### src/verilog/fp_pkg.sv
// fp misc unit shared definitions
// op codes, control word, class mask, compare flags, register map
package fp_pkg;

  // operation select, lives in ctrl[3:1]
  typedef enum logic [2:0] {
    OP_FCLASS = 3'd0,
    OP_FEQ    = 3'd1,
    OP_FLT    = 3'd2,
    OP_FLE    = 3'd3,
    OP_FMIN   = 3'd4,
    OP_FMAX   = 3'd5
  } fp_op_e;

  typedef struct packed {
    fp_op_e op;   // bits 3:1
    logic   fmt;  // 0 single, 1 double
  } fp_ctrl_t;

  // one-hot fclass mask
  // 0 -inf, 1 -norm, 2 -subn, 3 -0, 4 +0, 5 +subn, 6 +norm, 7 +inf, 8 snan, 9 qnan
  typedef logic [9:0] class_mask_t;

  typedef struct packed {
    logic eq;
    logic lt;
    logic unordered;  // either operand nan
    logic any_snan;
    logic a_nan;
    logic b_nan;
    logic pick_b;     // b is the min/max choice
  } cmp_res_t;

  typedef logic [31:0] wb_data_t;
  typedef logic [2:0]  wb_adr_t;  // word address

  // register map
  localparam wb_adr_t A_LO   = 3'd0;
  localparam wb_adr_t A_HI   = 3'd1;
  localparam wb_adr_t B_LO   = 3'd2;
  localparam wb_adr_t B_HI   = 3'd3;
  localparam wb_adr_t CTRL   = 3'd4;
  localparam wb_adr_t RES_LO = 3'd5;
  localparam wb_adr_t RES_HI = 3'd6;
  localparam wb_adr_t FLAGS  = 3'd7;

  localparam logic [31:0] CANON_NAN_S = 32'h7fc0_0000;
  localparam logic [63:0] CANON_NAN_D = 64'h7ff8_0000_0000_0000;

endpackage
### src/verilog/fp_misc_top.sv
// fp misc unit top level
// wishbone register block feeding classifier, comparator and merge stage
module fp_misc_top #(
  parameter int FLEN = 64  // 32 or 64
) (
  input  logic             clk,
  input  logic             rst,
  input  logic             cyc,
  input  logic             stb,
  input  logic             we,
  input  fp_pkg::wb_adr_t  adr,
  input  fp_pkg::wb_data_t dat_w,
  output logic             ack,
  output fp_pkg::wb_data_t dat_r
);

  logic [FLEN-1:0]     operand_a;
  logic [FLEN-1:0]     operand_b;
  logic [FLEN-1:0]     result;
  fp_pkg::fp_ctrl_t    ctrl;
  fp_pkg::class_mask_t class_a;
  fp_pkg::cmp_res_t    cmp;
  logic                go;
  logic                nv;
  logic                max_sel;

  assign max_sel = (ctrl.op == fp_pkg::OP_FMAX);  // else min direction

  fp_wb_regs #(.FLEN(FLEN)) regs_i (
    .clk      (clk),
    .rst      (rst),
    .cyc      (cyc),
    .stb      (stb),
    .we       (we),
    .adr      (adr),
    .dat_w    (dat_w),
    .ack      (ack),
    .dat_r    (dat_r),
    .result   (result),
    .nv       (nv),
    .operand_a(operand_a),
    .operand_b(operand_b),
    .ctrl     (ctrl),
    .go       (go)
  );

  // fclass only looks at operand a
  fp_classify #(.FLEN(FLEN)) classify_i (
    .operand(operand_a),
    .fmt    (ctrl.fmt),
    .mask   (class_a)
  );

  fp_compare #(.FLEN(FLEN)) compare_i (
    .operand_a(operand_a),
    .operand_b(operand_b),
    .fmt      (ctrl.fmt),
    .max_sel  (max_sel),
    .cmp      (cmp)
  );

  fp_result_merge #(.FLEN(FLEN)) merge_i (
    .clk      (clk),
    .rst      (rst),
    .go       (go),
    .ctrl     (ctrl),
    .operand_a(operand_a),
    .operand_b(operand_b),
    .class_a  (class_a),
    .cmp      (cmp),
    .result   (result),
    .nv       (nv)
  );

endmodule

### src/verilog/fp_wb_regs.sv
// wishbone classic slave for the fp misc unit
// operand and control registers, go pulse, result readback
module fp_wb_regs #(
  parameter int FLEN = 64
) (
  input  logic             clk,
  input  logic             rst,
  input  logic             cyc,
  input  logic             stb,
  input  logic             we,
  input  fp_pkg::wb_adr_t  adr,
  input  fp_pkg::wb_data_t dat_w,
  output logic             ack,
  output fp_pkg::wb_data_t dat_r,
  input  logic [FLEN-1:0]  result,
  input  logic             nv,
  output logic [FLEN-1:0]  operand_a,
  output logic [FLEN-1:0]  operand_b,
  output fp_pkg::fp_ctrl_t ctrl,
  output logic             go
);

  localparam bit HAS_HI = (FLEN == 64);  // upper words exist

  fp_pkg::wb_data_t a_lo;
  fp_pkg::wb_data_t a_hi;
  fp_pkg::wb_data_t b_lo;
  fp_pkg::wb_data_t b_hi;
  fp_pkg::wb_data_t rd_mux;
  logic [63:0]      res64;
  logic             accept;  // new transaction this edge
  logic             wr;

  assign accept = cyc && stb && !ack;
  assign wr     = accept && we;
  assign res64  = 64'(result);  // high word reads zero for flen 32

  assign operand_a = FLEN'({a_hi, a_lo});
  assign operand_b = FLEN'({b_hi, b_lo});

  always_comb begin
    case (adr)
      fp_pkg::A_LO:   rd_mux = a_lo;
      fp_pkg::A_HI:   rd_mux = a_hi;
      fp_pkg::B_LO:   rd_mux = b_lo;
      fp_pkg::B_HI:   rd_mux = b_hi;
      fp_pkg::CTRL:   rd_mux = 32'(ctrl);
      fp_pkg::RES_LO: rd_mux = res64[31:0];
      fp_pkg::RES_HI: rd_mux = res64[63:32];
      default:        rd_mux = {31'd0, nv};  // flags, nv only
    endcase
  end

  // register writes, res and flags are read only
  always_ff @(posedge clk) begin
    if (rst) begin
      a_lo <= '0;
      a_hi <= '0;
      b_lo <= '0;
      b_hi <= '0;
      ctrl <= '0;
    end else if (wr) begin
      case (adr)
        fp_pkg::A_LO: a_lo <= dat_w;
        fp_pkg::A_HI: if (HAS_HI) a_hi <= dat_w;
        fp_pkg::B_LO: b_lo <= dat_w;
        fp_pkg::B_HI: if (HAS_HI) b_hi <= dat_w;
        fp_pkg::CTRL: ctrl <= fp_pkg::fp_ctrl_t'(dat_w[3:0]);
        default: ;
      endcase
    end
  end

  // bus handshake, one ack per accepted cycle
  always_ff @(posedge clk) begin
    if (rst) begin
      ack   <= 1'b0;
      go    <= 1'b0;
      dat_r <= '0;
    end else begin
      ack <= accept;
      go  <= wr && (adr == fp_pkg::CTRL);  // merge loads one edge later
      if (accept) begin
        dat_r <= rd_mux;  // held until the next access
      end
    end
  end

  a_ack_follows_req: assert property (@(posedge clk) disable iff (rst)
    ack |-> $past(cyc && stb))
    else $error("ack without a request");

  a_ack_single: assert property (@(posedge clk) disable iff (rst) ack |=> !ack)
    else $error("ack held for two cycles");

endmodule

### src/verilog/fp_result_merge.sv
// fp result merge stage
// picks the result per op, applies nan rules and nan-boxing,
// registers result and nv on go
module fp_result_merge #(
  parameter int FLEN = 64
) (
  input  logic                clk,
  input  logic                rst,
  input  logic                go,
  input  fp_pkg::fp_ctrl_t    ctrl,
  input  logic [FLEN-1:0]     operand_a,
  input  logic [FLEN-1:0]     operand_b,
  input  fp_pkg::class_mask_t class_a,
  input  fp_pkg::cmp_res_t    cmp,
  output logic [FLEN-1:0]     result,
  output logic                nv
);

  logic            dbl;
  logic [63:0]     pick64;    // chosen operand, widened
  logic [63:0]     minmax64;  // boxed min/max value
  logic [FLEN-1:0] result_d;
  logic            nv_d;

  assign dbl    = (FLEN == 64) && ctrl.fmt;
  assign pick64 = 64'(cmp.pick_b ? operand_b : operand_a);

  // single results get ones above bit 31, dropped again when flen is 32
  always_comb begin
    if (cmp.a_nan && cmp.b_nan) begin
      minmax64 = dbl ? fp_pkg::CANON_NAN_D : {32'hffff_ffff, fp_pkg::CANON_NAN_S};
    end else begin
      minmax64 = dbl ? pick64 : {32'hffff_ffff, pick64[31:0]};
    end
  end

  always_comb begin
    result_d = '0;
    nv_d     = 1'b0;
    case (ctrl.op)
      fp_pkg::OP_FCLASS: result_d = FLEN'(class_a);  // zero-extended mask
      fp_pkg::OP_FEQ: begin
        result_d[0] = cmp.eq;
        nv_d        = cmp.any_snan;  // quiet compare
      end
      fp_pkg::OP_FLT: begin
        result_d[0] = cmp.lt;
        nv_d        = cmp.unordered;  // signaling compare
      end
      fp_pkg::OP_FLE: begin
        result_d[0] = cmp.lt || cmp.eq;
        nv_d        = cmp.unordered;
      end
      fp_pkg::OP_FMIN, fp_pkg::OP_FMAX: begin
        result_d = minmax64[FLEN-1:0];
        nv_d     = cmp.any_snan;
      end
      default: ;  // unused op codes give zero
    endcase
  end

  always_ff @(posedge clk) begin
    if (rst) begin
      result <= '0;
      nv     <= 1'b0;
    end else if (go) begin
      result <= result_d;
      nv     <= nv_d;
    end
  end

  // classifier output must be one-hot whenever it gets used
  a_class_onehot: assert property (@(posedge clk) disable iff (rst)
    go |-> $onehot(class_a))
    else $error("fclass mask not one-hot");

  // ctrl writes are at least two cycles apart
  a_go_pulse: assert property (@(posedge clk) disable iff (rst) go |=> !go)
    else $error("go high two cycles in a row");

endmodule

### src/verilog/fp_compare.sv
// fp comparator
// ieee eq/lt with unordered and snan detect, plus the fmin/fmax pick
// purely combinational
module fp_compare #(
  parameter int FLEN = 64
) (
  input  logic [FLEN-1:0]  operand_a,
  input  logic [FLEN-1:0]  operand_b,
  input  logic             fmt,      // 0 single, 1 double
  input  logic             max_sel,  // high for fmax
  output fp_pkg::cmp_res_t cmp
);

  // decoded operand, mag is exponent over mantissa
  typedef struct packed {
    logic        sign;
    logic [62:0] mag;
    logic        nan;
    logic        snan;
  } fp_fields_t;

  function automatic fp_fields_t decode(input logic [63:0] v, input logic dbl);
    fp_fields_t  f;
    logic [10:0] e;
    logic [51:0] m;
    logic        q;
    e      = dbl ? v[62:52] : {3'b000, v[30:23]};
    m      = dbl ? v[51:0] : {29'd0, v[22:0]};
    q      = dbl ? v[51] : v[22];  // quiet bit
    f.sign = dbl ? v[63] : v[31];
    f.mag  = {e, m};  // single fields zero-extended, order kept
    f.nan  = (e == (dbl ? 11'h7ff : 11'h0ff)) && (m != '0);
    f.snan = f.nan && !q;
    return f;
  endfunction

  fp_fields_t fa;
  fp_fields_t fb;
  logic       dbl;
  logic       unord;
  logic       both_zero;  // +0/-0 in any mix
  logic       same;       // bit-identical in the chosen format
  logic       a_below;    // a < b, -0 below +0
  logic       b_below;

  assign dbl = (FLEN == 64) && fmt;
  assign fa  = decode(64'(operand_a), dbl);
  assign fb  = decode(64'(operand_b), dbl);

  assign unord     = fa.nan || fb.nan;
  assign both_zero = (fa.mag == '0) && (fb.mag == '0);
  assign same      = (fa.sign == fb.sign) && (fa.mag == fb.mag);

  // sign-magnitude order, negatives compare reversed
  assign a_below = (fa.sign != fb.sign) ? fa.sign :
                   (fa.sign ? (fa.mag > fb.mag) : (fa.mag < fb.mag));
  assign b_below = (fa.sign != fb.sign) ? fb.sign :
                   (fb.sign ? (fb.mag > fa.mag) : (fb.mag < fa.mag));

  always_comb begin
    cmp.eq        = !unord && (same || both_zero);  // +0 == -0
    cmp.lt        = !unord && !both_zero && a_below;
    cmp.unordered = unord;
    cmp.any_snan  = fa.snan || fb.snan;
    cmp.a_nan     = fa.nan;
    cmp.b_nan     = fb.nan;
    if (fa.nan != fb.nan) begin
      cmp.pick_b = fa.nan;  // take the non-nan side
    end else begin
      // both nan ends up canonical in the merge stage
      cmp.pick_b = max_sel ? a_below : b_below;
    end
  end

endmodule

### src/verilog/fp_classify.sv
// fp classifier
// ten-class fclass mask for a single or double operand, no clock
module fp_classify #(
  parameter int FLEN = 64  // 32 or 64
) (
  input  logic [FLEN-1:0]     operand,
  input  logic                fmt,   // 0 single, 1 double
  output fp_pkg::class_mask_t mask
);

  logic [63:0] op64;     // operand widened so slicing is FLEN independent
  logic        dbl;
  logic        sign;
  logic [10:0] exp;
  logic [51:0] man;
  logic [10:0] exp_max;
  logic        quiet;    // mantissa msb
  logic        exp_zero;
  logic        exp_ones;
  logic        man_zero;

  assign op64 = 64'(operand);
  assign dbl  = (FLEN == 64) && fmt;  // flen 32 is always single

  // single lives in the low word, upper word ignored
  assign sign = dbl ? op64[63] : op64[31];
  assign exp  = dbl ? op64[62:52] : {3'b000, op64[30:23]};
  assign man  = dbl ? op64[51:0] : {29'd0, op64[22:0]};

  assign exp_max = dbl ? 11'h7ff : 11'h0ff;
  assign quiet   = dbl ? man[51] : man[22];

  assign exp_zero = (exp == '0);
  assign exp_ones = (exp == exp_max);
  assign man_zero = (man == '0);

  always_comb begin
    mask = '0;
    if (exp_ones && !man_zero) begin
      // nan, sign does not matter
      mask[9] = quiet;
      mask[8] = !quiet;
    end else if (exp_ones) begin
      // infinity
      mask[0] = sign;
      mask[7] = !sign;
    end else if (exp_zero && man_zero) begin
      mask[3] = sign;   // -0
      mask[4] = !sign;  // +0
    end else if (exp_zero) begin
      mask[2] = sign;   // -subnormal
      mask[5] = !sign;
    end else begin
      mask[1] = sign;   // normal
      mask[6] = !sign;
    end
  end

endmodule

### config.mk
export PLATFORM = sky130hd
export DESIGN_NAME = fp_misc_top
export DESIGN_NICKNAME = d
export VERILOG_FILES = /design/src/verilog/fp_pkg.sv /design/src/verilog/fp_misc_top.sv /design/src/verilog/fp_wb_regs.sv /design/src/verilog/fp_result_merge.sv /design/src/verilog/fp_compare.sv /design/src/verilog/fp_classify.sv
export SDC_FILE = /design/constraint.sdc
export NUM_CORES = 1
export LEC_CHECK = 0
export BUFFER_PORTS_ARGS = -buffer_cell sky130_fd_sc_hd__buf_2
export CAP_MARGIN = 20
export CORE_UTILIZATION = 30
export DETAILED_ROUTE_END_ITERATION = 10
export PLACE_DENSITY = 0.53
export SKIP_CTS_REPAIR_TIMING = 1
export SLEW_MARGIN = 20
export SYNTH_ARGS = -nofsm -noshare
export SYNTH_HDL_FRONTEND = slang
export SYNTH_SLANG_ARGS = --single-unit
### constraint.sdc
create_clock -name clk -period 4.55 [get_ports clk]
set_input_delay 0.2275 -clock clk [delete_from_list [all_inputs] [get_ports clk]]
set_output_delay 0.2275 -clock clk [all_outputs]
set_load 0.01 [all_outputs]
== Word-level counts from Yosys, hierarchy flattened ==
Index checks and enable logic that the tools add are counted.

* Word-level logic and storage cells: 112
* Output and inout bits: 33
* Register bits after elaboration: 231
* Input port bits: 40

* Mux-type cells: 36
* Equal/unequal tests: 17
* Magnitude comparators: 4
* Reductions and logical operators: 44

{| class="wikitable"
|+ Operators with widths
! operator !! number
|-
| 64-bit 2-to-1 mux || 4
|-
| 32-bit one-hot mux with 7 select lines || 1
|-
| 63-bit greater-than comparator || 2
|-
| 63-bit logical NOT || 2
|-
| 63-bit less-than comparator || 2
|-
| 63-bit one-hot mux with 2 select lines || 1
|-
| 52-bit 2-to-1 mux || 2
|-
| 52-bit nonzero test || 2
|-
| 63-bit == test || 1
|-
| 52-bit logical NOT || 1
|-
| 11-bit 2-to-1 mux || 3
|-
| 11-bit == test || 2
|-
| 1-bit 2-to-1 mux || 17
|-
| 1-bit logical AND || 16
|-
| 3-bit == test (second input constant) || 5
|-
| 3-bit by 2-bit == test with 1-bit output (second input constant) || 4
|-
| 11-bit logical NOT || 1
|-
| 2-bit AND reduction || 5
|-
| 1-bit logical NOT || 8
|-
| 2-bit 2-to-1 mux || 4
|-
| 8-bit 2-to-1 mux || 1
|-
| 3-bit by 1-bit == test with 1-bit output (second input constant) || 2
|-
| 3-bit logical NOT || 2
|-
| 6-bit 2-to-1 mux || 1
|-
| 7 further kinds || 12
|}

== Longest topological paths before layout ==
* Depth in word-level cells: 10
* Depth in mapped cells: 19
* Gate-level depth less buffers: 12

== Hierarchy ==
A second synthesis with hierarchy kept.

* Cells, all modules: 1681
* Area, all modules: 13690.6 sq um

{| class="wikitable"
|+ By module, submodules not included
! module !! cells an instance !! sequential area each (sq um) !! area each (sq um) !! times used
|-
| fp_wb_regs || 881 || 3323.2 || 7239.4 || 1
|-
| fp_result_merge || 384 || 1301.2 || 3547.2 || 1
|-
| fp_compare || 361 || 0.0 || 2551.2 || 1
|-
| fp_classify || 54 || 0.0 || 344.1 || 1
|-
| fp_misc_top || 1 || 0.0 || 8.8 || 1
|}

== Worst setup path after synthesis ==
OpenSTA, ideal clock, no wires.

* Path kind: reg-to-reg
* Start: reg regs_i.ctrl[0] (netlist name)
* End: reg merge_i.result[1]
* Clock period less this slack: 4285 ps
* Buffers on the path: 8
* Arrival: 4151 ps
* Required time: 4417 ps
* Setup time: 133 ps
* Path slack: 265 ps
* Stages on the path, launching flop included: 20
* Path through: dfxtp_1 buf_2 buf_2 clkbuf_1 buf_1 clkbuf_1 nand2_1 ha_1 nand4_1 nor3_1 a221o_1 a211o_1 a211oi_4 a21bo_2 buf_4 nand2_4 buf_6 buf_2 a21oi_1 o22ai_1

* Cells in the longest elaborated chain, start to end: 10
* Elaborated cells on any way between the ends: 39
* Classes of those cells: order compare (4); eq/ne (4); mux (21); reduce/logical (10)

{| class="wikitable"
|+ RTL lines
! item !! line !! source
|-
| 52-bit 2-to-1 mux, or another cell as far along || fp_compare.sv:28 || <nowiki>m = dbl ? v[51:0] : {29'd0, v[22:0]};</nowiki>
|-
| 63-bit less-than comparator, or another cell as far along || fp_compare.sv:58 || <nowiki>(fb.sign ? (fb.mag > fa.mag) : (fb.mag < fa.mag));</nowiki>
|-
| 1-bit 2-to-1 mux, on equally long branches || fp_compare.sv:58, fp_compare.sv:56 ||
|-
| 1-bit 2-to-1 mux, on equally long branches || fp_compare.sv:57, fp_compare.sv:55 ||
|-
| 1-bit 2-to-1 mux || fp_compare.sv:71 || <nowiki>cmp.pick_b = max_sel ? a_below : b_below;</nowiki>
|-
| 1-bit 2-to-1 mux || fp_compare.sv:67 || <nowiki>if (fa.nan != fb.nan) begin</nowiki>
|-
| 64-bit 2-to-1 mux || fp_result_merge.sv:26 || <nowiki>assign pick64 = 64'(cmp.pick_b ? operand_b : operand_a);</nowiki>
|-
| 64-bit 2-to-1 mux || fp_result_merge.sv:33 || <nowiki>minmax64 = dbl ? pick64 : {32'hffff_ffff, pick64[31:0]};</nowiki>
|-
| 64-bit 2-to-1 mux || fp_result_merge.sv:30 || <nowiki>if (cmp.a_nan && cmp.b_nan) begin</nowiki>
|-
| 63-bit one-hot mux with 2 select lines (*) || fp_result_merge.sv:40 || <nowiki>case (ctrl.op)</nowiki>
|-
| end signal: assignment || fp_result_merge.sv:67 || <nowiki>result <= result_d;</nowiki>
|-
| end: declaration || fp_result_merge.sv:15 || <nowiki>output logic [FLEN-1:0] result,</nowiki>
|}

Every way passes the cells marked *; elsewhere a longest branch is shown, timed or not.
A chain may end at the register's enable or synchronous reset.

== Worst setup path after layout ==
* Start: reg regs_i.b_lo[29]
* End: reg merge_i.result[33]

* Cells in the longest elaborated chain, start to end: 10
* Elaborated cells on any way between the ends: 21
* Classes of those cells: order compare (4); eq/ne (2); mux (12); reduce/logical (3)

{| class="wikitable"
|+ RTL lines
! item !! line !! source
|-
| start: declaration || fp_wb_regs.sv:27 || <nowiki>fp_pkg::wb_data_t b_lo;</nowiki>
|-
| start signal: assignment || fp_wb_regs.sv:66 || <nowiki>fp_pkg::B_LO: b_lo <= dat_w;</nowiki>
|-
| 52-bit 2-to-1 mux / 11-bit 2-to-1 mux (equally long branches) || fp_compare.sv:28, fp_compare.sv:27 ||
|-
| 63-bit less-than comparator, or another cell as far along || fp_compare.sv:58 ||
|-
| 1-bit 2-to-1 mux, on equally long branches || fp_compare.sv:58, fp_compare.sv:56 ||
|-
| 1-bit 2-to-1 mux, on equally long branches || fp_compare.sv:57, fp_compare.sv:55 ||
|-
| 1-bit 2-to-1 mux || fp_compare.sv:71 ||
|-
| 1-bit 2-to-1 mux || fp_compare.sv:67 ||
|-
| 64-bit 2-to-1 mux || fp_result_merge.sv:26 ||
|-
| 64-bit 2-to-1 mux || fp_result_merge.sv:33 ||
|-
| 64-bit 2-to-1 mux (*) || fp_result_merge.sv:30 ||
|-
| 63-bit one-hot mux with 2 select lines (*) || fp_result_merge.sv:40 ||
|}

Marks and branches as above.

==> flow_summary.toml <==
[yosys]
synth_cell_types = 61
synth_warnings = 0
netlist_area_sq_mm = 0.0130
ys_seq_elements = 231
ys_seq_area_share_pct = 35.6
synth_ff_type = "dfxtp_1"
syn-mean-instance-area_sq_um = 7.76
synthArstFlopShare_pct = 0
synth_nets = 1778
synth_edf_count = 0
synth_cells = 1673

[run_status]
status = "finished, final reports clean"

[drt]
wl_microns = 52400
drt-pass1-iter-count = 5
vias_per_cell = 5.65
drtIter0Drc = 1223
antenna_left = 0
drt-wirelength-per-cell_microns = 22.6
vias = 13094
drc = 0

[power]
pwr_density_cell_mw_per_mm2 = 336
leakagePower_uw = 0.00557
power_uw = 5140
vdd_ir_drop_max_uv = 257

[floorplan]
die_h_microns = 210
io_pins = 73
core-area_sq_mm = 0.0423
fp.dieW_microns = 210
start_util_pct = 30.7
die_area_sq_mm = 0.0441
num_rows = 75

[setup_path]
crit_type = "reg2reg"
cp.required_ns = 4.96
cpPeakStageDelay_ns = 0.54
rrSetupSlack_ns = 0.31
r2r_cells = 13
rr_endpoint = "merge_i.result[33]$_SDFFE_PP0P_"
path_cells = "or4_1 -> nor4_2 -> nand4_1 -> a211o_1 -> nor4bb_1 -> inv_1 -> ha_1 -> nor3_1 -> a21bo_2 -> nand2_4 -> buf_4 -> mux2i_1 -> o22ai_1"
cp-start-kind = "flip-flop"
cp_max_fo = 24
cp_top_family = "simple AND/OR/NAND/NOR gates"
cp-end-kind = "flip-flop"
slowest_stage = "or4_1"
rr_startpoint = "regs_i.b_lo[29]$_SDFFE_PP0P_"
critical_path_arrival_ns = 4.65
path_buf_inv = 2

[min_path]
hold_class = "in2reg"
holdPathEnd = "regs_i.b_hi[30]$_SDFFE_PP0P_"
hp-start = "dat_w[30]"
min_path_cells = 3

[cells_and_area]
nFillCells = 4428
drive_above_1_share_pct = 12.8
finalNetCount = 1824
final_cells = 2317
insertedDiodeCount = 0
final_common_cell = "nand2_1"
final_util_pct = 36.1
final_cell_mix = "nand2_1, a21oi_1, dfxtp_1"
area_delta_synth_final_pct = 17.8

[timing]
worst_pin_slew_ns = 1.15
layout_worst_path_cycle_share_pct = 93.2
fin_skew_ns = 0.0216
fin_crit_ns = 4.24
fmax_mhz = 236
fin_tns_setup_ns = 0
rsz0062_at_grt = "false"
fin_ws_ns = 0.307
drv_slew = 0
slew_headroom_pct = 23.1
finalSetupViolCount = 0
finalHoldViolations = 0

[clock_network]
ctsHtreeMaxLevel = 1
root_buffer = "clkbuf_16"
cts_buffers = 28
insertion_delay_ns = 0.57
cts_tree = "done"
clockBufferDepth = 3
clock-sinks = 231
clk_pin_slew_ns = 0.06

[placement]
io_buffers = 72
post-place-cells = 2235
routabilityCongestion = 0.980
dp_hpwl_microns = 36000
preCtsSetupSlack_ns = 0.221

[global_routing]
grt_pass1_wl_microns = 78400
overflow = 0
grt_max_degree = 93
first_global_vias = 12300
track_usage_pct = 23.5
antenna_found_initial = 1

[run]
maxCapViolCount = 0
[metal layers]
metal | global-route usage (%) | up-vias | part of all wire, %
met5 | 0 | - | 0
li1 | - | 6076 | -
met1 | 33.6 | 6394 | 47
met4 | 7.37 | 0 | 2.6
met3 | 3.71 | 87 | 7.8
met2 | 36.0 | 537 | 43
[worst register-to-register path: cells and delay by family, from the launching register on]
family | cells | cell delay, ns
mux | 1 | 0.23
simple gates | 6 | 2.03
fa+ha+maj | 1 | 0.26
compound gates | 3 | 0.77
buf+inv | 2 | 0.43
flops | 1 | 0.38
[power breakdown]
part | internal [uW] | switching (uW)
combinational | 179 | 351
clock | 1590 | 950
sequential | 2040 | 21.9
total | 3810 | 1320
[synth_stat cells (all sizes together), types with 25 or more instances]
| library cell | n | share of area (%) |
|---|---|---|
| dfxtp | 231 | 36 |
| and2 | 36 | 1.7 |
| a211oi | 28 | 1.7 |
| nor4 | 31 | 1.8 |
| clkbuf | 112 | 3.2 |
| mux2 | 30 | 2.6 |
| nor3 | 32 | 1.2 |
| nand3 | 25 | 0.96 |
| ha | 65 | 6.3 |
| mux2i | 91 | 7.0 |
| nor2 | 91 | 2.6 |
| nand2 | 356 | 10 |
| a21oi | 279 | 11 |
| a221oi | 34 | 2.3 |
| o22ai | 34 | 1.6 |
| inv | 28 | 0.81 |
| o21ai | 45 | 1.7 |
[cell families (layout without fill, tap and decap cells)]
logic type	Yosys count	in the layout	share of synthesized area [%]
buffers and inverters	157	224	4.81
adder cells (fa/ha/maj)	65	65	6.27
AND/OR/NAND/NOR	616	616	21.0
flip-flops	231	231	35.6
multiplexers	125	125	10.3
XOR/XNOR	2	2	0.135
AO/OA/AOI/OAI	477	477	21.8
[stage by stage]
step / cell area, sq um / hold slack, ns
2_1_floorplan: 13000 / 0.363
3_3_place_gp: 13900 / 0.428
3_5_place_dp: 13900 / 0.439
4_1_cts: 15000 / -0.0917
5_1_grt: 15300 / 0.00352
6_report: 15300 / 0.000864
[worst max-delay path by stage]
stage,from,endpoint,slack [ns],depth (start not counted)
2_1_floorplan,regs_i.ctrl[0]$_SDFFE_PP0P_,merge_i.result[1]$_SDFFE_PP0P_,0.27,19
3_3_place_gp,regs_i.ctrl[0]$_SDFFE_PP0P_,merge_i.result[44]$_SDFFE_PP0P_,0.33,13
3_5_place_dp,regs_i.ctrl[0]$_SDFFE_PP0P_,merge_i.result[33]$_SDFFE_PP0P_,0.22,13
4_1_cts,regs_i.ctrl[0]$_SDFFE_PP0P_,merge_i.result[61]$_SDFFE_PP0P_,0.18,13
5_1_grt,regs_i.ctrl[0]$_SDFFE_PP0P_,merge_i.result[61]$_SDFFE_PP0P_,0.07,13
6_report,regs_i.b_lo[29]$_SDFFE_PP0P_,merge_i.result[33]$_SDFFE_PP0P_,0.31,13
[state kept, by name, summed over array words and instances (netlist names)]
register / cells
regs_i.a_lo: 32
regs_i.ack: 1
regs_i.ctrl: 4
regs_i.dat_r: 32
regs_i.b_lo: 32
regs_i.go: 1
merge_i.result: 64
regs_i.a_hi: 32
regs_i.b_hi: 32
merge_i.nv: 1
[final cells by class]
type                            instances  area [sq um]  area share (%)
Multi-Input combinational cell       1285          7750            50.7
Sequential cell                       231          4630            30.3
Timing Repair Buffer                  145          1030            6.74
Clock buffer                           37           816            5.34
Tap cell                              577           722            4.72
Clock inverter                         14           229            1.50
Inverter                               28           105           0.688
(Power assumes the default switching activity.)
